### src/debug_pkg.sv
package debug_pkg;

    //////////////////////////////////////////////////
    // Widths and counts
    //////////////////////////////////////////////////

    localparam int BYTE_W         = 8;   // UART byte.
    localparam int WORD_W         = 32;  // Instruction and debug word.
    localparam int BYTES_PER_WORD = 4;
    localparam int BYTE_IDX_W     = $clog2(BYTES_PER_WORD);
    localparam int PROG_ADDR_W    = 10;  // Program memory depth of 1K words.
    localparam int DUMP_WORDS     = 12;  // Debug words per dump.
    localparam int DUMP_IDX_W     = 4;
    localparam int TX_CREDITS     = 2;   // Bytes the host can buffer.
    localparam int CREDIT_W       = $clog2(TX_CREDITS + 1);

    //////////////////////////////////////////////////
    // Constants and encodings
    //////////////////////////////////////////////////

    localparam logic [WORD_W-1:0] HALT_WORD  = {WORD_W{1'b1}};  // Ends a program.
    localparam logic [BYTE_W-1:0] READY_BYTE = 8'h01;           // Soft reset complete.

    // Host command bytes.
    typedef enum logic [BYTE_W-1:0] {
        CMD_RESET = 8'h00,
        CMD_LOAD  = 8'h01,
        CMD_RUN   = 8'h03,
        CMD_STEP  = 8'h07,
        CMD_NONE  = 8'hff  // Any other byte.
    } cmd_e;

    typedef enum logic [2:0] {
        ST_IDLE,
        ST_SOFT_RESET,
        ST_WAIT_LOAD,
        ST_LOAD,
        ST_WAIT_START,
        ST_RUN,
        ST_DUMP
    } state_e;

endpackage
### src/debug_unit_top.sv
`timescale 1ns/1ps

module debug_unit_top import debug_pkg::*; (
    input  logic                   i_clock,
    input  logic                   i_reset,
    input  logic                   i_rx_done,
    input  logic [BYTE_W-1:0]      i_rx_data,
    input  logic                   i_cpu_reset_ack,
    input  logic                   i_cpu_halt,
    input  logic [WORD_W-1:0]      i_dump_word,
    input  logic                   i_tx_credit,
    output logic                   o_cpu_reset,
    output logic                   o_cpu_enable,
    output logic                   o_prog_write,
    output logic [PROG_ADDR_W-1:0] o_prog_addr,
    output logic [WORD_W-1:0]      o_prog_data,
    output logic [DUMP_IDX_W-1:0]  o_dump_index,
    output logic                   o_tx_valid,
    output logic [BYTE_W-1:0]      o_tx_data
);

    logic              byte_strobe;
    logic [BYTE_W-1:0] rx_byte;
    cmd_e              rx_cmd;
    logic              load_active;
    logic              load_done;
    logic              send_ready;
    logic              dump_start;
    logic              tx_busy;

    rx_command_decoder u_rx_command_decoder (
        .i_clock       (i_clock),
        .i_reset       (i_reset),
        .i_rx_done     (i_rx_done),
        .i_rx_data     (i_rx_data),
        .o_byte_strobe (byte_strobe),
        .o_rx_byte     (rx_byte),
        .o_rx_cmd      (rx_cmd)
    );

    program_loader u_program_loader (
        .i_clock       (i_clock),
        .i_reset       (i_reset),
        .i_load_active (load_active),
        .i_byte_strobe (byte_strobe),
        .i_rx_byte     (rx_byte),
        .o_prog_write  (o_prog_write),
        .o_prog_addr   (o_prog_addr),
        .o_prog_data   (o_prog_data),
        .o_load_done   (load_done)
    );

    host_tx_engine u_host_tx_engine (
        .i_clock      (i_clock),
        .i_reset      (i_reset),
        .i_send_ready (send_ready),
        .i_dump_start (dump_start),
        .i_tx_credit  (i_tx_credit),
        .i_dump_word  (i_dump_word),
        .o_tx_valid   (o_tx_valid),
        .o_tx_data    (o_tx_data),
        .o_dump_index (o_dump_index),
        .o_tx_busy    (tx_busy)
    );

    debug_control_fsm u_debug_control_fsm (
        .i_clock         (i_clock),
        .i_reset         (i_reset),
        .i_byte_strobe   (byte_strobe),
        .i_rx_cmd        (rx_cmd),
        .i_cpu_reset_ack (i_cpu_reset_ack),
        .i_cpu_halt      (i_cpu_halt),
        .i_load_done     (load_done),
        .i_tx_busy       (tx_busy),
        .o_cpu_reset     (o_cpu_reset),
        .o_cpu_enable    (o_cpu_enable),
        .o_load_active   (load_active),
        .o_send_ready    (send_ready),
        .o_dump_start    (dump_start)
    );

endmodule

### src/debug_control_fsm.sv
`timescale 1ns/1ps

module debug_control_fsm import debug_pkg::*; (
    input  logic i_clock,
    input  logic i_reset,
    input  logic i_byte_strobe,
    input  cmd_e i_rx_cmd,
    input  logic i_cpu_reset_ack,
    input  logic i_cpu_halt,
    input  logic i_load_done,
    input  logic i_tx_busy,
    output logic o_cpu_reset,
    output logic o_cpu_enable,
    output logic o_load_active,
    output logic o_send_ready,
    output logic o_dump_start
);

    state_e state_q;
    state_e next_state;
    logic   step_mode_q;  // 1 for single step, 0 for continuous.
    logic   cmd_reset;
    logic   cmd_load;
    logic   cmd_run;
    logic   cmd_step;
    logic   run_done;

    assign cmd_reset = i_byte_strobe && (i_rx_cmd == CMD_RESET);
    assign cmd_load  = i_byte_strobe && (i_rx_cmd == CMD_LOAD);
    assign cmd_run   = i_byte_strobe && (i_rx_cmd == CMD_RUN);
    assign cmd_step  = i_byte_strobe && (i_rx_cmd == CMD_STEP);

    // A step lasts one cycle; a run lasts until halt.
    assign run_done = (state_q == ST_RUN) && (step_mode_q || i_cpu_halt);

    //////////////////////////////////////////////////
    // Next state
    //////////////////////////////////////////////////

    always_comb begin
        next_state = state_q;
        case (state_q)
            ST_IDLE:       if (cmd_reset)           next_state = ST_SOFT_RESET;
            ST_SOFT_RESET: if (i_cpu_reset_ack)     next_state = ST_WAIT_LOAD;
            ST_WAIT_LOAD:  if (cmd_load)            next_state = ST_LOAD;
            ST_LOAD:       if (i_load_done)         next_state = ST_WAIT_START;
            ST_WAIT_START: if (cmd_run || cmd_step) next_state = ST_RUN;
            ST_RUN:        if (run_done)            next_state = ST_DUMP;
            ST_DUMP: begin
                if (!i_tx_busy) begin
                    // Step mode waits for the next step unless halted.
                    next_state = (step_mode_q && !i_cpu_halt) ? ST_WAIT_START : ST_IDLE;
                end
            end
            default:                                next_state = ST_IDLE;
        endcase
    end

    always_ff @(posedge i_clock) begin
        if (!i_reset) begin
            state_q     <= ST_IDLE;
            step_mode_q <= 1'b0;
        end else begin
            state_q <= next_state;
            if (state_q == ST_WAIT_START) begin
                if (cmd_step) begin
                    step_mode_q <= 1'b1;
                end else if (cmd_run) begin
                    step_mode_q <= 1'b0;
                end
            end
        end
    end

    //////////////////////////////////////////////////
    // Outputs
    //////////////////////////////////////////////////

    assign o_cpu_reset   = state_q == ST_SOFT_RESET;
    assign o_cpu_enable  = state_q == ST_RUN;
    assign o_load_active = state_q == ST_LOAD;
    assign o_send_ready  = (state_q == ST_SOFT_RESET) && i_cpu_reset_ack;  // Leaving reset.
    assign o_dump_start  = run_done;

endmodule

### src/host_tx_engine.sv
`timescale 1ns/1ps

module host_tx_engine import debug_pkg::*; (
    input  logic                  i_clock,
    input  logic                  i_reset,
    input  logic                  i_send_ready,
    input  logic                  i_dump_start,
    input  logic                  i_tx_credit,
    input  logic [WORD_W-1:0]     i_dump_word,
    output logic                  o_tx_valid,
    output logic [BYTE_W-1:0]     o_tx_data,
    output logic [DUMP_IDX_W-1:0] o_dump_index,
    output logic                  o_tx_busy
);

    logic [CREDIT_W-1:0]   credit_q;
    logic                  ready_pend_q;  // READY_BYTE still to go.
    logic                  dump_act_q;    // Dump in progress.
    logic [BYTE_IDX_W-1:0] byte_pos_q;    // 0 is the top byte.
    logic [DUMP_IDX_W-1:0] dump_idx_q;
    logic                  send;
    logic                  last_byte;
    logic                  last_word;
    logic [BYTE_W-1:0]     dump_byte;

    assign send      = (credit_q != '0) && (ready_pend_q || dump_act_q);
    assign last_byte = byte_pos_q == BYTE_IDX_W'(BYTES_PER_WORD - 1);
    assign last_word = dump_idx_q == DUMP_IDX_W'(DUMP_WORDS - 1);
    assign dump_byte = i_dump_word[(BYTES_PER_WORD - 1 - byte_pos_q) * BYTE_W +: BYTE_W];

    //////////////////////////////////////////////////
    // Credit counter
    //////////////////////////////////////////////////

    always_ff @(posedge i_clock) begin
        if (!i_reset) begin
            credit_q <= CREDIT_W'(TX_CREDITS);
        end else if (send && !i_tx_credit) begin
            credit_q <= credit_q - 1'b1;
        end else if (!send && i_tx_credit && (credit_q != CREDIT_W'(TX_CREDITS))) begin
            credit_q <= credit_q + 1'b1;  // Saturates at TX_CREDITS.
        end
    end

    //////////////////////////////////////////////////
    // Byte sequencing
    //////////////////////////////////////////////////

    always_ff @(posedge i_clock) begin
        if (!i_reset) begin
            ready_pend_q <= 1'b0;
            dump_act_q   <= 1'b0;
            byte_pos_q   <= '0;
            dump_idx_q   <= '0;
            o_tx_valid   <= 1'b0;
        end else begin
            o_tx_valid <= send;
            if (send && ready_pend_q) begin
                ready_pend_q <= 1'b0;  // Ready byte goes ahead of any dump.
            end else if (send) begin
                byte_pos_q <= last_byte ? '0 : byte_pos_q + 1'b1;
                if (last_byte && last_word) begin
                    dump_act_q <= 1'b0;
                    dump_idx_q <= '0;
                end else if (last_byte) begin
                    dump_idx_q <= dump_idx_q + 1'b1;
                end
            end
            if (i_send_ready) begin
                ready_pend_q <= 1'b1;
            end
            if (i_dump_start) begin
                dump_act_q <= 1'b1;
                byte_pos_q <= '0;
                dump_idx_q <= '0;
            end
        end
    end

    always_ff @(posedge i_clock) begin
        if (send) begin
            o_tx_data <= ready_pend_q ? READY_BYTE : dump_byte;
        end
    end

    assign o_dump_index = dump_idx_q;
    assign o_tx_busy    = ready_pend_q || dump_act_q;  // Low from the last byte on.

endmodule

### src/program_loader.sv
`timescale 1ns/1ps

module program_loader import debug_pkg::*; (
    input  logic                   i_clock,
    input  logic                   i_reset,
    input  logic                   i_load_active,
    input  logic                   i_byte_strobe,
    input  logic [BYTE_W-1:0]      i_rx_byte,
    output logic                   o_prog_write,
    output logic [PROG_ADDR_W-1:0] o_prog_addr,
    output logic [WORD_W-1:0]      o_prog_data,
    output logic                   o_load_done
);

    logic [WORD_W-1:0]      word_q;      // Assembly register.
    logic [WORD_W-1:0]      next_word;
    logic [BYTE_IDX_W-1:0]  byte_cnt_q;  // Bytes taken in this word.
    logic [PROG_ADDR_W-1:0] addr_q;
    logic                   take_byte;
    logic                   word_done;

    assign take_byte = i_load_active && i_byte_strobe;
    assign word_done = take_byte && (byte_cnt_q == BYTE_IDX_W'(BYTES_PER_WORD - 1));

    // First byte ends up in the top of the word.
    assign next_word = {word_q[WORD_W-BYTE_W-1:0], i_rx_byte};

    always_ff @(posedge i_clock) begin
        if (take_byte) begin
            word_q <= next_word;
        end
    end

    //////////////////////////////////////////////////
    // Byte count, write pulse and address
    //////////////////////////////////////////////////

    always_ff @(posedge i_clock) begin
        if (!i_reset || !i_load_active) begin
            byte_cnt_q   <= '0;
            addr_q       <= '0;
            o_prog_write <= 1'b0;
            o_load_done  <= 1'b0;
        end else begin
            o_prog_write <= word_done;                             // One cycle after 4th byte.
            o_load_done  <= word_done && (next_word == HALT_WORD);
            if (take_byte) begin
                byte_cnt_q <= word_done ? '0 : byte_cnt_q + 1'b1;
            end
            if (o_prog_write) begin
                addr_q <= addr_q + 1'b1;  // Next word after the write.
            end
        end
    end

    assign o_prog_addr = addr_q;
    assign o_prog_data = word_q;  // Complete during the write cycle.

endmodule

### src/rx_command_decoder.sv
`timescale 1ns/1ps

module rx_command_decoder import debug_pkg::*; (
    input  logic              i_clock,
    input  logic              i_reset,
    input  logic              i_rx_done,
    input  logic [BYTE_W-1:0] i_rx_data,
    output logic              o_byte_strobe,
    output logic [BYTE_W-1:0] o_rx_byte,
    output cmd_e              o_rx_cmd
);

    logic rx_done_q;  // Previous sample of i_rx_done.
    logic rx_fall;

    function automatic cmd_e classify(input logic [BYTE_W-1:0] rx_byte);
        case (rx_byte)
            CMD_RESET, CMD_LOAD, CMD_RUN, CMD_STEP: classify = cmd_e'(rx_byte);
            default:                                classify = CMD_NONE;
        endcase
    endfunction

    assign rx_fall = rx_done_q && !i_rx_done;  // Receiver finished a byte.

    always_ff @(posedge i_clock) begin
        if (!i_reset) begin
            rx_done_q     <= 1'b0;
            o_byte_strobe <= 1'b0;
            o_rx_cmd      <= CMD_NONE;
        end else begin
            rx_done_q     <= i_rx_done;
            o_byte_strobe <= rx_fall;
            if (rx_fall) begin
                o_rx_cmd <= classify(i_rx_data);
            end
        end
    end

    always_ff @(posedge i_clock) begin
        if (rx_fall) begin
            o_rx_byte <= i_rx_data;  // Held until the next byte.
        end
    end

endmodule

### config.mk
export PLATFORM = sky130hd
export DESIGN_NAME = debug_unit_top
export DESIGN_NICKNAME = d
export VERILOG_FILES = /design/src/debug_pkg.sv /design/src/debug_unit_top.sv /design/src/debug_control_fsm.sv /design/src/host_tx_engine.sv /design/src/program_loader.sv /design/src/rx_command_decoder.sv
export SDC_FILE = /design/constraint.sdc
export NUM_CORES = 1
export LEC_CHECK = 0
export BUFFER_PORTS_ARGS = -buffer_cell sky130_fd_sc_hd__buf_2
export CAP_MARGIN = 20
export CORE_ASPECT_RATIO = 1.4
export CORE_MARGIN = 2
export CORE_UTILIZATION = 25
export CTS_BUF_LIST = sky130_fd_sc_hd__clkbuf_2 sky130_fd_sc_hd__clkbuf_4 sky130_fd_sc_hd__clkbuf_8
export DETAILED_ROUTE_END_ITERATION = 10
export SLEW_MARGIN = 20
export SYNTH_ARGS = -nofsm -noshare
export SYNTH_HDL_FRONTEND = slang
export SYNTH_SLANG_ARGS = --single-unit
### constraint.sdc
create_clock -name i_clock -period 5.23 [get_ports i_clock]
set_input_delay 0.523 -clock i_clock [delete_from_list [all_inputs] [get_ports i_clock]]
set_output_delay 0.523 -clock i_clock [all_outputs]
set_load 0.02 [all_outputs]
==> impl_metrics.env, run 1 <==
export IMPL_status="finished, final reports clean"
export IMPL_cpMaxStageDelayCell="dfxtp_1"
export IMPL_clk_pin_slew_ns=0.09
export IMPL_synth_top_area_share_pct=40.6
export IMPL_syn_area_per_cell_um2=12.8
export IMPL_port_buffers=103
export IMPL_ys_async_sr_fraction_pct=0
export IMPL_relSlewSlack_pct=54.8
export IMPL_skew_ns=0.0120
export IMPL_drcViolationCount=0
export IMPL_synthMuxAreaShare_pct=7.08
export IMPL_yosys_cell_types_count=49
export IMPL_grt_max_degree=33
export IMPL_antenna_found_initial=0
export IMPL_cts_buffers=9
export IMPL_reg2reg_depth=4
export IMPL_cts_hold_buf=0
export IMPL_via_per_inst=4.46
export IMPL_instances_no_fill=574
export IMPL_hold_viol=0
export IMPL_grt_pass1_wl_mm=12.7
export IMPL_maxCapViolations=0
export IMPL_synth_xor_area_share_pct=3.21
export IMPL_startpoint_type="flip-flop"
export IMPL_rsz0062_at_grt="false"
export IMPL_fin_crit_sh_pct=38.3
export IMPL_r2r_end="u_debug_control_fsm.state_q[1]"
export IMPL_ant_nets=0
export IMPL_vias=2559
export IMPL_synth_nets=328
export IMPL_yosys_area_top_type="edfxtp_1"
export IMPL_synth_top_family_by_area="simple AND/OR/NAND/NOR gates"
export IMPL_cts_tree="done"
export IMPL_cp_data_arrival_time_ns=1.48
export IMPL_ios=104
export IMPL_startpoint="u_debug_control_fsm.state_q[1]"
export IMPL_drive_gt1_share_pct=35.2
export IMPL_crit_required_ns=4.71
export IMPL_setup_viol=0
export IMPL_row_count=51
export IMPL_hold_path_class="input pin to flip-flop"
export IMPL_nets=435
export IMPL_synth_seq_cells=87
export IMPL_drt_iter0_markers=82
export IMPL_dieArea_um2=15200
export IMPL_synth_compound_area_share_pct=6.20
export IMPL_ys_flop_type="edfxtp_1"
export IMPL_drv_slew=0
export IMPL_synth_area_um2=3550
export IMPL_whs_endpoint="u_rx_command_decoder.o_rx_byte[7]"
export IMPL_final_common_cell="buf_2"
export IMPL_mostFrequentLayoutCells="103 x buf_2, 48 x edfxtp_1, 39 x dfxtp_1"
export IMPL_crit_path_end_kind="output pin"
export IMPL_totalWireLength_mm=7.77
export IMPL_path_buf_inv=2
export IMPL_crit_fanout=15
export IMPL_cts_root_buf="clkbuf_8"
export IMPL_post_cts_buffers=0
export IMPL_grt_pass1_vias=2649
export IMPL_start_util_pct=25.5
export IMPL_path_class="flip-flop to output pin"
export IMPL_insertion_delay_ns=0.36
export IMPL_min_delay_start="i_rx_data[7]"
export IMPL_core_area_um2=13900
export IMPL_tightest_slew_ns=0.676
export IMPL_wl_per_cell_um=13.5
export IMPL_die_height_um=145
export IMPL_n_antenna_cell=0
export IMPL_syn_inst=277
export IMPL_gr_total_overflow=0
export IMPL_tns_ns=0
export IMPL_ir_drop_mv=0.0954
export IMPL_r2r_start="u_rx_command_decoder.o_rx_cmd[7]"
export IMPL_fmax_mhz=500
export IMPL_hold_path_depth=1
export IMPL_clock_path_buffers=2
export IMPL_max_stage_delay_ns=0.61
export IMPL_powerDensity_nw_per_um2=268
export IMPL_regToRegSetupSlack_ns=3.33
export IMPL_grt_usage_pct=10.5
export IMPL_area_growth_pct=24.9
export IMPL_synthAdderAreaFrac_pct=1.76
export IMPL_place_congestion=0.771
export IMPL_ys_warn_count=0
export IMPL_die_w_um=105
export IMPL_path_cells="nand3b_1, inv_1, buf_2"
export IMPL_period_minus_slack_ns=2.00
export IMPL_synth_edf_count=48
export IMPL_clock_sinks=87
export IMPL_p_leak_nw=1.71
export IMPL_yosys_top_cells_area="edfxtp_1 41%, dfxtp_1 22%, mux4_2 5.1%"
export IMPL_critical_path_top_delay_family="flip-flops"
export IMPL_h_tree_depth=3
export IMPL_ys_seq_area_share_pct=62.6
export IMPL_drtPass1Iterations=5
export IMPL_place_inst=558
export IMPL_dp_hpwl_mm=5.95
export IMPL_cts_resized=0
export IMPL_yosys_area_share_simple_pct=17.6
-- report_power, final --
group,switching [mW],internal (mW),total (mW),leakage (nW)
registers,0.00378,0.721,0.725,0.748
clock network,0.243,0.181,0.424,0.0870
logic,0.0168,0.0234,0.0402,0.870
total,0.264,0.926,1.19,1.71
-- layout make-up --
type                    count  area (um2)
clock inverters             6        43.8
fillers                  1472        9470
well taps                 185         231
inverters                   3        11.3
multi-input cells         179        1270
flip-flops and latches     87        2220
clock buffers              10         131
repair buffers            104         523
-- stage by stage --
stage          cell area (um2)  hold slack (ns)  utilization [%]  total power [mW]  setup slack, ns
6_report                  4440            0.350             31.9              1.19             3.23
5_1_grt                   4440            0.315             31.9              1.25             3.14
4_1_cts                   4440            0.322             31.9              1.21             3.22
3_5_place_dp              4260            0.438             30.6             0.782             3.24
3_3_place_gp              4260            0.436             30.6             0.780             3.25
2_1_floorplan             3550            0.426                -             0.758             3.37
-- worst max-delay path by stage --
| stage | end | slack (ns) | cells past startpoint |
|---|---|---|---|
| 6_report | o_cpu_enable | 3.23 | 3 |
| 2_1_floorplan | u_program_loader.o_prog_data[0] | 3.37 | 3 |
| 3_3_place_gp | u_rx_command_decoder.o_rx_cmd[7] | 3.25 | 5 |
| 5_1_grt | o_cpu_enable | 3.14 | 3 |
| 4_1_cts | o_cpu_enable | 3.22 | 3 |
| 3_5_place_dp | u_rx_command_decoder.o_rx_cmd[2] | 3.24 | 5 |
-- sequential cells by signal (all words and copies together), names as in the netlist, 2 cells and up --
signal,count
u_program_loader.byte_cnt_q,2
u_rx_command_decoder.o_rx_byte,8
u_host_tx_engine.credit_q,2
u_rx_command_decoder.o_rx_cmd,8
u_debug_control_fsm.state_q,3
u_host_tx_engine.byte_pos_q,2
u_program_loader.o_prog_data,32
u_program_loader.o_prog_addr,10
u_host_tx_engine.o_tx_data,8
u_host_tx_engine.o_dump_index,4
-- worst reg2reg max path: stages (launching register included) --
cell	delay, ns
dfxtp_1	0.33
or4_4	0.53
o21ba_1	0.22
or3_1	0.37
o311a_1	0.35
-- synthesized netlist by cell type, types with 6 or more instances --
library cell and number:
nor2_1 28, mux4_2 8, xor2_1 8, nand4_1 16, o21ai_0 6, and3_1 6
edfxtp_1 48, nand2_1 15, nor2b_1 12, dfxtp_1 39, mux2i_1 6
-- cell families after synthesis --
family / after synthesis
and+or+nand+nor: 115
muxes: 15
adders and majority gates: 5
DFF: 87
xor gates and xnor gates: 13
AOI/OAI and AO/OA: 31
buffers and inverters: 11
-- per-layer routing --
metal	GRT usage [%]	routed length (um)	part of all wire, %	vias up
met5	0	0	0	-
met4	4.87	151	1.9	0
met3	3.46	332	4.3	12
met2	18.8	4210	54	61
met1	11.1	3080	40	1239
li1	-	-	-	1247
(Power assumes the default switching activity.)
==> run 2, diff against run 1 <==
clock period = 1.73 ns   (was 5.23 ns; I/O delays follow)
==> impl_metrics.env, run 2 (synthesized netlist as in run 1, its figures left out) <==
export IMPL_antenna_found_initial=0
export IMPL_path_class="flip-flop to flip-flop"
export IMPL_dieArea_um2=15200
export IMPL_port_buffers=103
export IMPL_tns_ns=-0.188
export IMPL_grt_max_degree=33
export IMPL_row_count=51
export IMPL_hold_slack_ns=0.0287
export IMPL_clock_path_buffers=2
export IMPL_hold_viol=0
export IMPL_grt_pass1_vias=2679
export IMPL_start_util_pct=25.5
export IMPL_drv_slew=0
export IMPL_period_minus_slack_ns=1.83
export IMPL_nets=461
export IMPL_route_met2_wl_mm=4.25
export IMPL_met1_length_mm=3.19
export IMPL_final_cell_area_um2=4750
export IMPL_mostFrequentLayoutCells="103 x buf_2, 48 x edfxtp_1, 37 x dfxtp_1"
export IMPL_crit_path_end_kind="flip-flop"
export IMPL_placed_cell_area_um2=4420
export IMPL_setup_viol=2
export IMPL_ios=104
export IMPL_drtPass1Iterations=5
export IMPL_post_route_util_pct=34.2
export IMPL_die_w_um=105
export IMPL_clock_sinks=87
export IMPL_maxCapViolations=0
export IMPL_clk_pin_slew_ns=0.10
export IMPL_wl_met3_um=397
export IMPL_ant_nets=0
export IMPL_fmax_mhz=546
export IMPL_worst_slack_ns=-0.103
export IMPL_cp_data_arrival_time_ns=2.10
export IMPL_violations="negative setup slack"
export IMPL_fin_crit_sh_pct=106
export IMPL_top_layer="met4"
export IMPL_instances_no_fill=600
export IMPL_cts_root_buf="clkbuf_8"
export IMPL_drcViolationCount=0
export IMPL_skew_ns=0.0131
export IMPL_wl_per_cell_um=13.3
export IMPL_gr_total_overflow=0
export IMPL_hold_path_class="input pin to flip-flop"
export IMPL_ir_drop_mv=0.442
export IMPL_post_cts_buffers=0
export IMPL_tightest_slew_ns=0.470
export IMPL_grt_usage_pct=10.6
export IMPL_drt_iter0_markers=97
export IMPL_drive_gt1_share_pct=39.3
export IMPL_h_tree_depth=3
export IMPL_startpoint_type="flip-flop"
export IMPL_dp_hpwl_mm=6.07
export IMPL_cts_buffers=9
export IMPL_rsz0062_at_grt="true"
export IMPL_via_per_inst=4.41
export IMPL_place_congestion=0.767
export IMPL_crit_fanout=2
export IMPL_vias=2647
export IMPL_powerDensity_nw_per_um2=841
export IMPL_grt_pass1_wl_mm=12.8
export IMPL_totalWireLength_mm=8.01
export IMPL_relSlewSlack_pct=68.5
export IMPL_status="finished with violations"
export IMPL_insertion_delay_ns=0.36
export IMPL_crit_required_ns=1.99
export IMPL_cts_tree="done"
export IMPL_place_inst=577
export IMPL_core_area_um2=13900
export IMPL_area_growth_pct=33.8
export IMPL_largest_register_ffs=32
export IMPL_p_leak_nw=1.87
export IMPL_n_antenna_cell=0
export IMPL_final_common_cell="buf_2"
export IMPL_die_height_um=145
run 2: what timing repair did:
item / in CTS / in global routing
setup endpoints to repair: 2 / 6
hold buffers: 7 / 0
pin swaps: 1 / 1
cloned: 0 / 0
hold endpoints to repair: 7 / 0
resized for setup: 2 / 3
run 2: metrics by stage:
stage / power [mW] / setup slack [ns]
floorplan: 2.29 / -0.0766
global placement: 2.37 / -0.0774
detailed placement: 2.37 / -0.114
CTS: 4.05 / -0.101
global route: 4.16 / -0.148
finish: 3.99 / -0.103
run 2: layout make-up:
| cell class | count | area [um2] |
|---|---|---|
| Sequential cell | 87 | 2220 |
| Tap cell | 185 | 231 |
| Clock inverter | 7 | 114 |
| Multi-Input combinational cell | 179 | 1300 |
| Fill cell | 1437 | 9160 |
| Clock buffer | 9 | 124 |
| Timing Repair Buffer | 130 | 748 |
| Inverter | 3 | 11.3 |
run 2: path summary, 6_finish.rpt:
| kind | endpoint | from | slack, ns | cells after the start |
|---|---|---|---|---|
| min | u_rx_command_decoder.rx_done_q | i_rx_done | 0.03 | 2 |
| max | u_debug_control_fsm.state_q[1] | u_rx_command_decoder.o_rx_cmd[4] | -0.10 | 4 |
| max reg2reg | u_debug_control_fsm.state_q[1] | u_rx_command_decoder.o_rx_cmd[4] | -0.10 | 4 |
| min reg2reg | u_program_loader.o_prog_data[2] | u_rx_command_decoder.o_rx_byte[2] | 0.45 | 0 |
run 2: where the power goes:
group	internal, mW	leakage (nW)	switching, mW
Combinational	0.0900	1.00	0.0575
Sequential	2.18	0.748	0.00977
Clock	0.851	0.120	0.806
Total	3.12	1.87	0.873
run 2: per-layer routing:
metal  global-route usage [%]  up-vias
met5                        0        -
met4                     4.47        0
met3                     3.82       14
met2                     18.5       68
met1                     11.5     1266
li1                         -     1299
run 2: critical path, stage by stage, from the launching register on:
cell	delay, ns
dfxtp_1	0.32
or4_4	0.54
o21ba_4	0.21
or3_4	0.39
o311a_1	0.28
